==> src/hdl/rv_exec_pkg.sv <==
package rv_exec_pkg;

    localparam int xlen = 32;

    typedef logic [4:0] reg_addr_t;

    typedef enum logic [6:0] {
        op_lui          = 7'b0110111,   // U load upper immediate
        op_imm          = 7'b0010011,   // I arith with immediate operand
        op_reg          = 7'b0110011    // R arith with register operands
    } rv_op_t;

    typedef enum logic [2:0] {
        arith_f3_add    = 3'b000,       // Bit 30 picks sub on op_reg
        arith_f3_sll    = 3'b001,
        arith_f3_slt    = 3'b010,
        arith_f3_sltu   = 3'b011,
        arith_f3_xor    = 3'b100,
        arith_f3_sr     = 3'b101,       // Bit 30 picks arithmetic
        arith_f3_or     = 3'b110,
        arith_f3_and    = 3'b111
    } arith_f3_t;

    typedef enum logic [3:0] {
        alu_op_add      = 4'd0,
        alu_op_sub      = 4'd1,
        alu_op_xor      = 4'd2,
        alu_op_or       = 4'd3,
        alu_op_and      = 4'd4,
        alu_op_slt      = 4'd5,
        alu_op_sltu     = 4'd6,
        alu_op_sll      = 4'd7,
        alu_op_srl      = 4'd8,
        alu_op_sra      = 4'd9,
        alu_op_pass_imm = 4'd10         // lui
    } alu_op_t;

    // Same 32-bit word, seen as R type or as I type
    typedef union packed {
        struct packed {
            logic [6:0] funct7;
            reg_addr_t  rs2;
            reg_addr_t  rs1;
            arith_f3_t  funct3;
            reg_addr_t  rd;
            rv_op_t     opcode;
        } r_view;
        struct packed {
            logic [11:0] imm_11_0;
            reg_addr_t   rs1;
            arith_f3_t   funct3;
            reg_addr_t   rd;
            rv_op_t      opcode;
        } i_view;
    } instr_t;

    typedef struct packed {
        reg_addr_t          rs1;
        reg_addr_t          rs2;
        reg_addr_t          rd;
        alu_op_t            alu_op;
        logic               use_imm;    // Operand b from imm
        logic [xlen-1:0]    imm;
        logic               is_shift;
        logic               illegal;
    } decoded_t;

    typedef struct packed {
        reg_addr_t          rd;
        logic [xlen-1:0]    value;
        logic               illegal;
    } result_t;

endpackage : rv_exec_pkg
==> src/hdl/rv_exec_top.sv <==
module rv_exec_top #(
    parameter int instr_depth = 4
) (
    input   logic                   clk,
    input   logic                   reset,
    input   logic                   in_valid,
    input   rv_exec_pkg::instr_t    in_instr,
    output  logic                   credit_return,
    output  logic                   result_valid,
    output  rv_exec_pkg::result_t   result
);

    rv_exec_pkg::instr_t            head;
    rv_exec_pkg::decoded_t          dec;
    logic   [rv_exec_pkg::xlen-1:0] rs1_value;
    logic   [rv_exec_pkg::xlen-1:0] rs2_value;
    logic   [rv_exec_pkg::xlen-1:0] alu_value;
    logic   [rv_exec_pkg::xlen-1:0] result_value;
    logic   [4:0]                   shift_amount;
    logic                           empty;
    logic                           pop;
    logic                           issue;
    logic                           shift_step;
    logic                           count_load;
    logic                           count_step;
    logic                           count_done;
    logic                           write;

    assign shift_amount = dec.use_imm ? dec.imm[4:0] : rs2_value[4:0];
    assign result_value = (dec.rd == '0) ? '0 : alu_value;     // x0 reads as zero
    assign result       = '{rd: dec.rd, value: result_value, illegal: dec.illegal};

    instr_queue #(.instr_depth(instr_depth)) u_queue (
        .clk, .reset, .in_valid, .in_instr, .pop, .head, .empty, .credit_return
    );

    decoder u_decoder (.instr(head), .dec);

    reg_file u_reg_file (
        .clk, .reset, .rs1(dec.rs1), .rs2(dec.rs2), .rs1_value, .rs2_value,
        .write, .rd(dec.rd), .rd_value(alu_value)
    );

    alu u_alu (
        .clk, .reset, .dec, .rs1_value, .rs2_value, .issue, .shift_step, .value(alu_value)
    );

    shift_counter u_shift_counter (
        .clk, .reset, .load(count_load), .amount(shift_amount), .step(count_step),
        .done(count_done)
    );

    exec_fsm u_fsm (
        .clk, .reset, .empty, .dec, .pop, .issue, .shift_step, .count_load, .count_step,
        .count_done, .write, .result_valid
    );

endmodule

==> src/hdl/exec_fsm.sv <==
module exec_fsm (
    input   logic                   clk,
    input   logic                   reset,
    input   logic                   empty,
    input   rv_exec_pkg::decoded_t  dec,
    output  logic                   pop,
    output  logic                   issue,
    output  logic                   shift_step,
    output  logic                   count_load,
    output  logic                   count_step,
    input   logic                   count_done,
    output  logic                   write,
    output  logic                   result_valid
);

    typedef enum logic [1:0] {
        st_idle,
        st_issue,
        st_shift,
        st_retire
    } state_t;

    state_t state;
    state_t state_next;
    logic   retire;

    always_ff @(posedge clk) begin
        if (reset) state <= st_idle;
        else       state <= state_next;
    end

    always_comb begin
        state_next = state;
        pop        = 1'b0;
        issue      = 1'b0;
        shift_step = 1'b0;
        count_load = 1'b0;
        count_step = 1'b0;
        retire     = 1'b0;
        case (state)
            st_idle: begin
                if (!empty) begin
                    pop        = 1'b1;              // Head register takes the word
                    state_next = st_issue;
                end
            end
            st_issue: begin
                issue      = 1'b1;
                count_load = dec.is_shift;
                state_next = dec.is_shift ? st_shift : st_retire;
            end
            st_shift: begin
                if (count_done) begin
                    retire     = 1'b1;              // Last step landed last cycle
                    state_next = st_idle;
                end else begin
                    shift_step = 1'b1;
                    count_step = 1'b1;
                end
            end
            default: begin
                retire     = 1'b1;
                state_next = st_idle;
            end
        endcase
    end

    assign write        = retire && !dec.illegal;
    assign result_valid = retire;

endmodule

==> src/hdl/shift_counter.sv <==
module shift_counter (
    input   logic           clk,
    input   logic           reset,
    input   logic           load,
    input   logic   [4:0]   amount,
    input   logic           step,
    output  logic           done
);

    logic   [4:0]   remaining;

    always_ff @(posedge clk) begin
        if (reset) begin
            remaining <= '0;
        end else if (load) begin
            remaining <= amount;
        end else if (step) begin
            remaining <= remaining - 5'd1;
        end
    end

    assign done = (remaining == '0);

    // An extra step would wrap the count and over-shift the ALU
    a_no_step_when_done: assert property (@(posedge clk) disable iff (reset)
        step |-> !done);

endmodule

==> src/hdl/alu.sv <==
module alu (
    input   logic                           clk,
    input   logic                           reset,
    input   rv_exec_pkg::decoded_t          dec,
    input   logic   [rv_exec_pkg::xlen-1:0] rs1_value,
    input   logic   [rv_exec_pkg::xlen-1:0] rs2_value,
    input   logic                           issue,
    input   logic                           shift_step,
    output  logic   [rv_exec_pkg::xlen-1:0] value
);

    logic   [rv_exec_pkg::xlen-1:0] operand_b;
    logic   [rv_exec_pkg::xlen-1:0] issue_value;

    always_comb begin
        operand_b = dec.use_imm ? dec.imm : rs2_value;
        case (dec.alu_op)
            rv_exec_pkg::alu_op_add:  issue_value = rs1_value + operand_b;
            rv_exec_pkg::alu_op_sub:  issue_value = rs1_value - operand_b;
            rv_exec_pkg::alu_op_xor:  issue_value = rs1_value ^ operand_b;
            rv_exec_pkg::alu_op_or:   issue_value = rs1_value | operand_b;
            rv_exec_pkg::alu_op_and:  issue_value = rs1_value & operand_b;
            rv_exec_pkg::alu_op_slt:  issue_value = {31'd0, $signed(rs1_value) < $signed(operand_b)};
            rv_exec_pkg::alu_op_sltu: issue_value = {31'd0, rs1_value < operand_b};
            rv_exec_pkg::alu_op_pass_imm: issue_value = dec.imm;
            default:                  issue_value = rs1_value;   // Shift start value
        endcase
    end

    //////////////////////////////////////////////////
    // Result register, doubles as serial shifter

    always_ff @(posedge clk) begin
        if (reset) begin
            value <= '0;
        end else if (issue) begin
            value <= issue_value;
        end else if (shift_step) begin
            case (dec.alu_op)
                rv_exec_pkg::alu_op_sll: value <= {value[30:0], 1'b0};
                rv_exec_pkg::alu_op_sra: value <= {value[31], value[31:1]};  // Sign fill
                default:                 value <= {1'b0, value[31:1]};
            endcase
        end
    end

endmodule

==> src/hdl/reg_file.sv <==
module reg_file (
    input   logic                           clk,
    input   logic                           reset,
    input   rv_exec_pkg::reg_addr_t         rs1,
    input   rv_exec_pkg::reg_addr_t         rs2,
    output  logic   [rv_exec_pkg::xlen-1:0] rs1_value,
    output  logic   [rv_exec_pkg::xlen-1:0] rs2_value,
    input   logic                           write,
    input   rv_exec_pkg::reg_addr_t         rd,
    input   logic   [rv_exec_pkg::xlen-1:0] rd_value
);

    logic   [rv_exec_pkg::xlen-1:0] regs [32];

    always_ff @(posedge clk) begin
        if (reset) begin
            for (int i = 0; i < 32; i++) begin
                regs[i] <= '0;
            end
        end else if (write && rd != '0) begin   // x0 writes dropped
            regs[rd] <= rd_value;
        end
    end

    assign rs1_value = (rs1 == '0) ? '0 : regs[rs1];
    assign rs2_value = (rs2 == '0) ? '0 : regs[rs2];

endmodule

==> src/hdl/decoder.sv <==
module decoder (
    input   rv_exec_pkg::instr_t    instr,
    output  rv_exec_pkg::decoded_t  dec
);

    logic   [rv_exec_pkg::xlen-1:0] i_imm;
    logic   [rv_exec_pkg::xlen-1:0] u_imm;

    // funct3 to ALU op, alt is instruction bit 30
    function automatic rv_exec_pkg::alu_op_t arith_op(
        input rv_exec_pkg::arith_f3_t f3,
        input logic                   alt,
        input logic                   is_reg
    );
        case (f3)
            rv_exec_pkg::arith_f3_add:
                return (alt && is_reg) ? rv_exec_pkg::alu_op_sub : rv_exec_pkg::alu_op_add;
            rv_exec_pkg::arith_f3_sll:  return rv_exec_pkg::alu_op_sll;
            rv_exec_pkg::arith_f3_slt:  return rv_exec_pkg::alu_op_slt;
            rv_exec_pkg::arith_f3_sltu: return rv_exec_pkg::alu_op_sltu;
            rv_exec_pkg::arith_f3_xor:  return rv_exec_pkg::alu_op_xor;
            rv_exec_pkg::arith_f3_sr:
                return alt ? rv_exec_pkg::alu_op_sra : rv_exec_pkg::alu_op_srl;
            rv_exec_pkg::arith_f3_or:   return rv_exec_pkg::alu_op_or;
            default:                    return rv_exec_pkg::alu_op_and;
        endcase
    endfunction

    always_comb begin
        i_imm = {{20{instr.i_view.imm_11_0[11]}}, instr.i_view.imm_11_0};
        u_imm = {instr.i_view.imm_11_0, instr.i_view.rs1, instr.i_view.funct3, 12'h000};

        dec          = '0;
        dec.rd       = instr.r_view.rd;
        dec.is_shift = instr.r_view.funct3 inside {rv_exec_pkg::arith_f3_sll,
                                                   rv_exec_pkg::arith_f3_sr};

        case (instr.r_view.opcode)
            rv_exec_pkg::op_lui: begin
                dec.alu_op   = rv_exec_pkg::alu_op_pass_imm;
                dec.use_imm  = 1'b1;
                dec.imm      = u_imm;
                dec.is_shift = 1'b0;
            end
            rv_exec_pkg::op_imm: begin
                dec.rs1      = instr.i_view.rs1;
                dec.use_imm  = 1'b1;
                dec.imm      = i_imm;                // srai keeps bit 10, shamt is imm[4:0]
                dec.alu_op   = arith_op(instr.i_view.funct3, instr.i_view.imm_11_0[10], 1'b0);
            end
            rv_exec_pkg::op_reg: begin
                dec.rs1      = instr.r_view.rs1;
                dec.rs2      = instr.r_view.rs2;
                dec.alu_op   = arith_op(instr.r_view.funct3, instr.r_view.funct7[5], 1'b1);
            end
            default: begin
                // Unsupported opcode, retires with nothing written
                dec.illegal  = 1'b1;
                dec.rd       = '0;
                dec.alu_op   = rv_exec_pkg::alu_op_pass_imm;
                dec.use_imm  = 1'b1;
                dec.is_shift = 1'b0;
            end
        endcase
    end

endmodule

==> src/hdl/instr_queue.sv <==
module instr_queue #(
    parameter int instr_depth = 4
) (
    input   logic                   clk,
    input   logic                   reset,
    input   logic                   in_valid,
    input   rv_exec_pkg::instr_t    in_instr,
    input   logic                   pop,
    output  rv_exec_pkg::instr_t    head,
    output  logic                   empty,
    output  logic                   credit_return
);

    localparam int ptr_w = $clog2(instr_depth);
    localparam logic [ptr_w-1:0] last_ptr = ptr_w'(instr_depth - 1);
    localparam logic [ptr_w:0]   full_count = (ptr_w + 1)'(instr_depth);

    rv_exec_pkg::instr_t    mem [instr_depth];
    logic   [ptr_w-1:0]     wr_ptr;
    logic   [ptr_w-1:0]     rd_ptr;
    logic   [ptr_w:0]       count;

    function automatic logic [ptr_w-1:0] next_ptr(input logic [ptr_w-1:0] ptr);
        if (ptr == last_ptr) begin
            return '0;
        end
        return ptr + 1'b1;
    endfunction

    always_ff @(posedge clk) begin
        if (reset) begin
            wr_ptr <= '0;
            rd_ptr <= '0;
            count  <= '0;
        end else begin
            if (in_valid) wr_ptr <= next_ptr(wr_ptr);
            if (pop) rd_ptr <= next_ptr(rd_ptr);
            case ({in_valid, pop})
                2'b10:   count <= count + 1'b1;
                2'b01:   count <= count - 1'b1;
                default: count <= count;
            endcase
        end
    end

    always_ff @(posedge clk) begin
        if (in_valid) mem[wr_ptr] <= in_instr;
        if (pop) head <= mem[rd_ptr];                // Held for the whole execution
    end

    assign empty         = (count == '0);
    assign credit_return = pop;                     // Slot is free once popped

    // Sender spent a credit it did not have
    a_no_write_when_full: assert property (@(posedge clk) disable iff (reset)
        in_valid |-> count != full_count);

    a_no_pop_when_empty: assert property (@(posedge clk) disable iff (reset)
        pop |-> !empty);

endmodule

==> config.mk <==
export PLATFORM = sky130hd
export DESIGN_NAME = rv_exec_top
export DESIGN_NICKNAME = d
export VERILOG_FILES = /design/src/hdl/rv_exec_pkg.sv /design/src/hdl/rv_exec_top.sv /design/src/hdl/exec_fsm.sv /design/src/hdl/shift_counter.sv /design/src/hdl/alu.sv /design/src/hdl/reg_file.sv /design/src/hdl/decoder.sv /design/src/hdl/instr_queue.sv
export SDC_FILE = /design/constraint.sdc
export NUM_CORES = 2
export LEC_CHECK = 0
export BUFFER_PORTS_ARGS = -buffer_cell sky130_fd_sc_hd__buf_4
export CORE_ASPECT_RATIO = 1.75
export CORE_UTILIZATION = 40
export CTS_CLUSTER_DIAMETER = 80
export DETAILED_ROUTE_END_ITERATION = 7
export PLACE_DENSITY_LB_ADDON = 0.3
export SETUP_SLACK_MARGIN = 0.15
export SYNTH_ARGS = -nofsm -noshare
export SYNTH_HDL_FRONTEND = slang
export SYNTH_SLANG_ARGS = --single-unit
==> constraint.sdc <==
create_clock -name clk -period 12.67 [get_ports clk]
set_clock_uncertainty 0.2 [all_clocks]
set_input_delay 1.267 -clock clk [delete_from_list [all_inputs] [get_ports clk]]
set_output_delay 1.267 -clock clk [all_outputs]
set_load 0.03 [all_outputs]
* Yosys cells after proc, flatten, opt, wreduce, memory -nomap -nowiden *
Memory sizes are Yosys's and may differ from the RTL's. A register that Yosys moved wholly into a read port is not among the register bits.
Cells that the tools add are included.

operators by class
  $add $sub $neg = 7
  $mul = 0
  div/mod/pow operators = 0
  magnitude comparators = 2
  equal/unequal tests = 27
  shifts and indexed selects = 0
  multiplexer cells = 55
  bitwise gates (word level) = 3
  reductions and logical operators = 21

operators by type and width
  operator                                                                number
  32-bit one-hot mux with 8 select lines                                  1
  32-bit two-way mux                                                      7
  32-bit one-hot mux with 2 select lines                                  2
  32-bit < comparator                                                     2
  4-bit one-hot mux with 7 select lines                                   2
  5-bit two-way mux                                                       7
  32-bit adder                                                            1
  32-bit AND                                                              1
  32-bit OR                                                               1
  32-bit OR reduction                                                     1
  32-bit subtractor                                                       1
  32-bit bitwise XOR                                                      1
  1-bit two-way mux                                                       26
  5-bit logical NOT                                                       4
  4-bit by 3-bit equality test with 1-bit output (second input constant)  4
  7-bit by 6-bit equality test with 1-bit output (second input constant)  2
  2-bit two-way mux                                                       6
  3-bit equality test (second input constant)                             3
  2-bit equality test (second input constant)                             4
  4-bit by 2-bit equality test with 1-bit output (second input constant)  2
  4-bit equality test (second input constant)                             2
  4-bit one-hot mux with 2 select lines                                   1
  2-bit nonzero test                                                      4
  7-bit by 5-bit equality test with 1-bit output (second input constant)  1
  20 further kinds                                                        29

storage, ports and cells
  bits in registers = 46
  latch bits = 0
  bits in writable memories = 1152
  ROM bits = 0
  bits of input ports = 35
  output and inout bits = 40
  memories kept = 2

memory list
  memory           depth  bits a word  rd ports  clocked after memory_dff  write ports  RTL line           source
  u_reg_file.regs  32     32           2         0                         32           reg_file.sv:13     logic [rv_exec_pkg::xlen-1:0] regs [32];
  u_queue.mem      4      32           1         1                         1            instr_queue.sv:18  rv_exec_pkg::instr_t mem [instr_depth];

* Logic depth before layout (Yosys ltp) *
  depth after elaboration = 10
  mapped depth = 25

* Hierarchy *
Synthesis repeated with hierarchy kept, for this count alone.

unflattened totals
  cells, all modules = 5128
  area total of the unflattened synthesis = 69731.9 sq um

modules (own cells, without submodules)
  module         times used  cells an instance  area each (sq um)
  reg_file       1           3502               54234.5
  alu            1           1191               8119.0
  instr_queue    1           245                6037.0
  decoder        1           101                566.8
  rv_exec_top    1           45                 377.9
  shift_counter  1           32                 281.5
  exec_fsm       1           12                 115.1

* Least setup slack after synthesis *
No wires, ideal clock.

  kind = register to register
  start = register u_queue.head[2] in the netlist's numbering (read register of u_queue.mem)
  end = register u_alu.value[18] in the netlist's numbering
  arrival = 5.147 ns
  data required time = 12.355 ns
  setup slack = 7.208 ns
  cell stages (with the launch flop) = 24
  period minus slack after synthesis = 5.462 ns
  path through = edfxtp_1 -> buf_4 -> and4bb_2 -> buf_2 -> and2_1 -> buf_4 -> buf_4 -> nand2_1 -> a311oi_1 -> a211oi_1 -> a2111oi_0 -> o21a_1 -> ha_1 -> inv_1 -> fa_1 -> nor2b_1 -> o311a_1 -> or4b_4 -> a41oi_4 -> o311ai_1 -> a311o_1 -> a21oi_1 -> o21ba_1 -> o21a_1

between the ends
  longest elaborated chain between the ends = 8
  elaborated cells on any way between the ends = 33

RTL lines
  element                                                                                                                  RTL line                   source
  from (decl)                                                                                                              instr_queue.sv:9           output rv_exec_pkg::instr_t head,
  7-bit by 5-bit equality test with 1-bit output / 7-bit by 6-bit equality test with 1-bit output (equally long branches)  decoder.sv:38              case (instr.r_view.opcode)
  2-bit OR reduction (no source line) / 5-bit two-way mux (equally long branches)                                          -
  5-bit two-way mux, or another cell as far along                                                                          decoder.sv:38
  memory 32 x 32 bit, or another cell as far along                                                                         -
  32-bit two-way mux, on equally long branches                                                                             reg_file.sv:25, alu.sv:16
  32-bit subtractor, or another cell as far along                                                                          alu.sv:19                  rv_exec_pkg::alu_op_sub: issue_value = rs1_value - operand_b;
  32-bit one-hot mux with 8 select lines                                                                                   alu.sv:17                  case (dec.alu_op)
  32-bit two-way mux *                                                                                                     alu.sv:36                  end else if (issue) begin
  to (signal assigned)                                                                                                     alu.sv:37                  value <= issue_value;
  to (signal assigned)                                                                                                     alu.sv:40                  rv_exec_pkg::alu_op_sll: value <= {value[30:0], 1'b0};
  to (signal assigned)                                                                                                     alu.sv:41                  rv_exec_pkg::alu_op_sra: value <= {value[31], value[31:1]};
  to (decl)                                                                                                                alu.sv:9                   output logic [rv_exec_pkg::xlen-1:0] value

Every way passes the cells marked *; elsewhere a longest branch is shown, timed or not. The select of a mux whose other input is x is not followed.
A chain may end at the register's enable or synchronous reset.

* Worst setup path after layout *
  start = register u_queue.head[2] in the netlist's numbering (read register of u_queue.mem)
  end = register u_alu.value[22] in the netlist's numbering

The elaborated chain is that of the path after synthesis.

==> impl_metrics.yaml <==
cells_and_area:
  drive_gt1_frac: 0.102
  final_common_cell: "edfxtp_1"
  final_cell_mix: "edfxtp_1 (1184), nand2_1 (1150), and2_1 (1046)"
  stdcell_count: 9468
  nets: 7112
  syn2layout_area_growth_pct: 10.2
logic_synthesis:
  ys_seq_area_frac: 0.510
  synth_area_per_cell_um2: 9.97
  yosys.cell_types.count: 103
  yosys.area.top_type: "edfxtp_1"
  synth-adder-area-share: 0.0195
  ys.warnings.count: 0
  async_reset_ff_frac: 0
  synthXorXnorAreaFrac: 0.00122
  synth_mux_area_frac: 0.0458
  synth_compound_area_frac: 0.155
  ys_seq_elements: 1230
  synth_area_um2: 71600
  synth_top_family_by_area: "simple AND/OR/NAND/NOR gates"
  synth_cells: 7179
  netlist.area_leader.share: 0.497
  synth_area_leaders: "edfxtp_1 (50%), and2_1 (9.1%), nand2_1 (6.1%)"
  ys.flop_type: "edfxtp_1"
  synth_edf_count: 1184
  yosys.area_share.simple: 0.224
pwr:
  p_int_uw: 7810
  power_density_nw_per_um2: 164
  ir_drop_v: 0.000146
  leakage_uw: 0.0280
  p_clk_frac: 0.289
  seq_power_share: 0.384
  p_sw_uw: 5150
  swShare: 0.398
  combPwrFrac: 0.327
grt:
  grt_pass1_vias: 60800
  grt_first_pass_wirelength_um: 463000
  grt.overflow.total: 0
  grt_max_degree: 141
  grt.total_usage: 0.366
  antenna_found_initial: 33
run_status:
  run_status: "finished, violations left"
  failed_checks: "max-capacitance violations, max-slew violations"
route:
  firstDrtPassIters: 8
  drc: 0
  viasPerCell: 6.74
  ant_nets: 0
  vias: 63800
  wl_um: 338000
  drtIter0Drc: 9624
  wl_per_cell_um: 35.7
clock_network:
  clkSinkCount: 1230
  cts.clk_slew.worst_paths_ns: 0.06
  clockRootBuffer: "clkbuf_16"
  clock_latency_ns: 0.79
  cts-htree-levels: 3
  post_cts_resized: 0
  cts_tree: "done"
  cts_buffer_depth: 3
  postCtsSetupBuffers: 0
  cts_buffers: 112
  cts_hold_buf: 0
floorplanning:
  num_io_pins: 75
  die_w_um: 322
  die-area_um2: 181000
  die_y_um: 562
  core_um2: 178000
  num_rows: 205
  start_util: 0.402
setup_path:
  crit_chain: "and4bb_2, and2_4, buf_12, nand2_1, and3_1, a311oi_1, a211oi_1, a2111oi_0, o21a_1, ha_1, inv_1, fa_1, nor2b_1, o21a_1, o211ai_1, o211ai_1, a21oi_1, xnor2_1, a221oi_1, a2111oi_0"
  cp_max_fo: 140
  max_stage_delay_ns: 1.25
  startpoint_type: "register"
  slowest_stage: "a2111oi_0"
  worstPathArrival_ns: 9.67
  required_ns: 13.07
  r2r_cells: 20
  path_class: "reg -> reg"
  cp-end-kind: "register"
  crit_start: "u_queue.head[2]"
  reg2reg_from: "u_queue.head[2]"
sta:
  rsz0062_at_grt: "no"
  setup_viol: 0
  relSlewSlack: -0.0858
  drv_slew: 8
  hold_viol_final: 0
  fin_crit_ns: 9.27
  fin_crit_sh: 0.732
  tightest_slew_ns: 1.59
  fmax_ghz: 0.108
  fin_hold_ws_ns: 0.314
  setup_tns_ns: 0
place:
  dp_hpwl_um: 211000
  io_buffers: 74
  dp.cells: 9229
  gp_congestion: 1.02
worst_hold_path:
  holdPathStages: 2
  hold_path_class: "reg -> reg"
  min_from: "u_queue.count[2]"
flow_run:
  maxCapViolCount: 3
-- kinds of logic (layout without fill, tap and decap cells) --
kind of cell | after synthesis | after routing
AOI/OAI and AO/OA | 1604 | 1604
xor gates and xnor gates | 10 | 10
adders and majority gates | 110 | 110
buffers and inverters | 792 | 648
DFF | 1230 | 1230
muxes | 283 | 283
other | 1 | 54
and+or+nand+nor | 3149 | 3149
-- metal layers --
| layer | GRT usage | vias to the layer above | part of all wire |
|---|---|---|---|
| met5 | 0 | - | 0.00046 |
| li1 | - | 25800 | - |
| met4 | 0.345 | 18 | 0.11 |
| met3 | 0.103 | 1786 | 0.12 |
| met1 | 0.398 | 30800 | 0.31 |
| met2 | 0.571 | 5451 | 0.45 |
-- stage by stage --
| step | util | instance area, µm² | power, µW | worst slack [ns] |
|---|---|---|---|---|
| after detailed placement | 0.420 | 74800 | 9000 | 4.09 |
| after global routing | 0.443 | 78800 | 13100 | 3.42 |
| after global placement | 0.420 | 74800 | 8970 | 4.23 |
| after CTS | 0.443 | 78800 | 12700 | 4.06 |
| after floorplan | - | 71700 | 7100 | 7.21 |
| final | 0.443 | 78900 | 13000 | 3.40 |
-- critical path, delay by kind of cell (launching register included) --
family / cells / cell delay, ns
buffers and inverters: 2 / 0.80
adders and majority gates: 2 / 0.74
DFF: 1 / 0.73
AOI/OAI and AO/OA: 10 / 4.36
xor gates and xnor gates: 1 / 0.24
and+or+nand+nor: 5 / 1.95
-- power groups by stage --
stage | registers (µW) | logic [µW] | clock network (µW)
after floorplan | 4910 | 2190 | 0
after global placement | 5040 | 3920 | 0
after detailed placement | 5050 | 3950 | 0
after CTS | 4960 | 3960 | 3730
after global routing | 4990 | 4240 | 3880
final | 4980 | 4240 | 3750
-- synth_stat cells, types with 107 or more instances --
cell and number:
a211oi_1 214, a21oi_1 248, a221oi_1 179, a31oi_1 220, and2_1 1047, and3_1 111, buf_2 176, clkbuf_1 447
edfxtp_1 1184, ha_1 107, mux2i_1 226, nand2_1 1157, nand3_1 280, nor2_1 224, nor2b_1 116, o21ai_0 241
-- worst paths after layout --
kind / end / slack [ns]
worst min-delay path: u_queue.count[2] / 0.31
worst max-delay path: u_alu.value[22] / 3.40
worst min register to register: u_queue.count[2] / 0.31
worst max register to register: u_alu.value[22] / 3.40
-- cell type report --
type	count	area, µm²
well taps	2380	2980
inverters	102	384
diodes	22	55.1
clock buffers	123	2840
fillers	16700	99100
multi-input cells	5188	32400
flip-flops and latches	1230	36500
repair buffers	333	2650
clock inverters	90	1100
-- sequential cells by signal, summed over array words and instances (netlist names) --
signal                     cells
u_alu.value                   32
u_fsm.state                    2
u_queue.count                  3
u_queue.head                  32
u_queue.mem                  128
u_queue.rd_ptr                 2
u_queue.wr_ptr                 2
u_reg_file.regs             1024
u_shift_counter.remaining      5
Power figures use the tool's default switching activity.
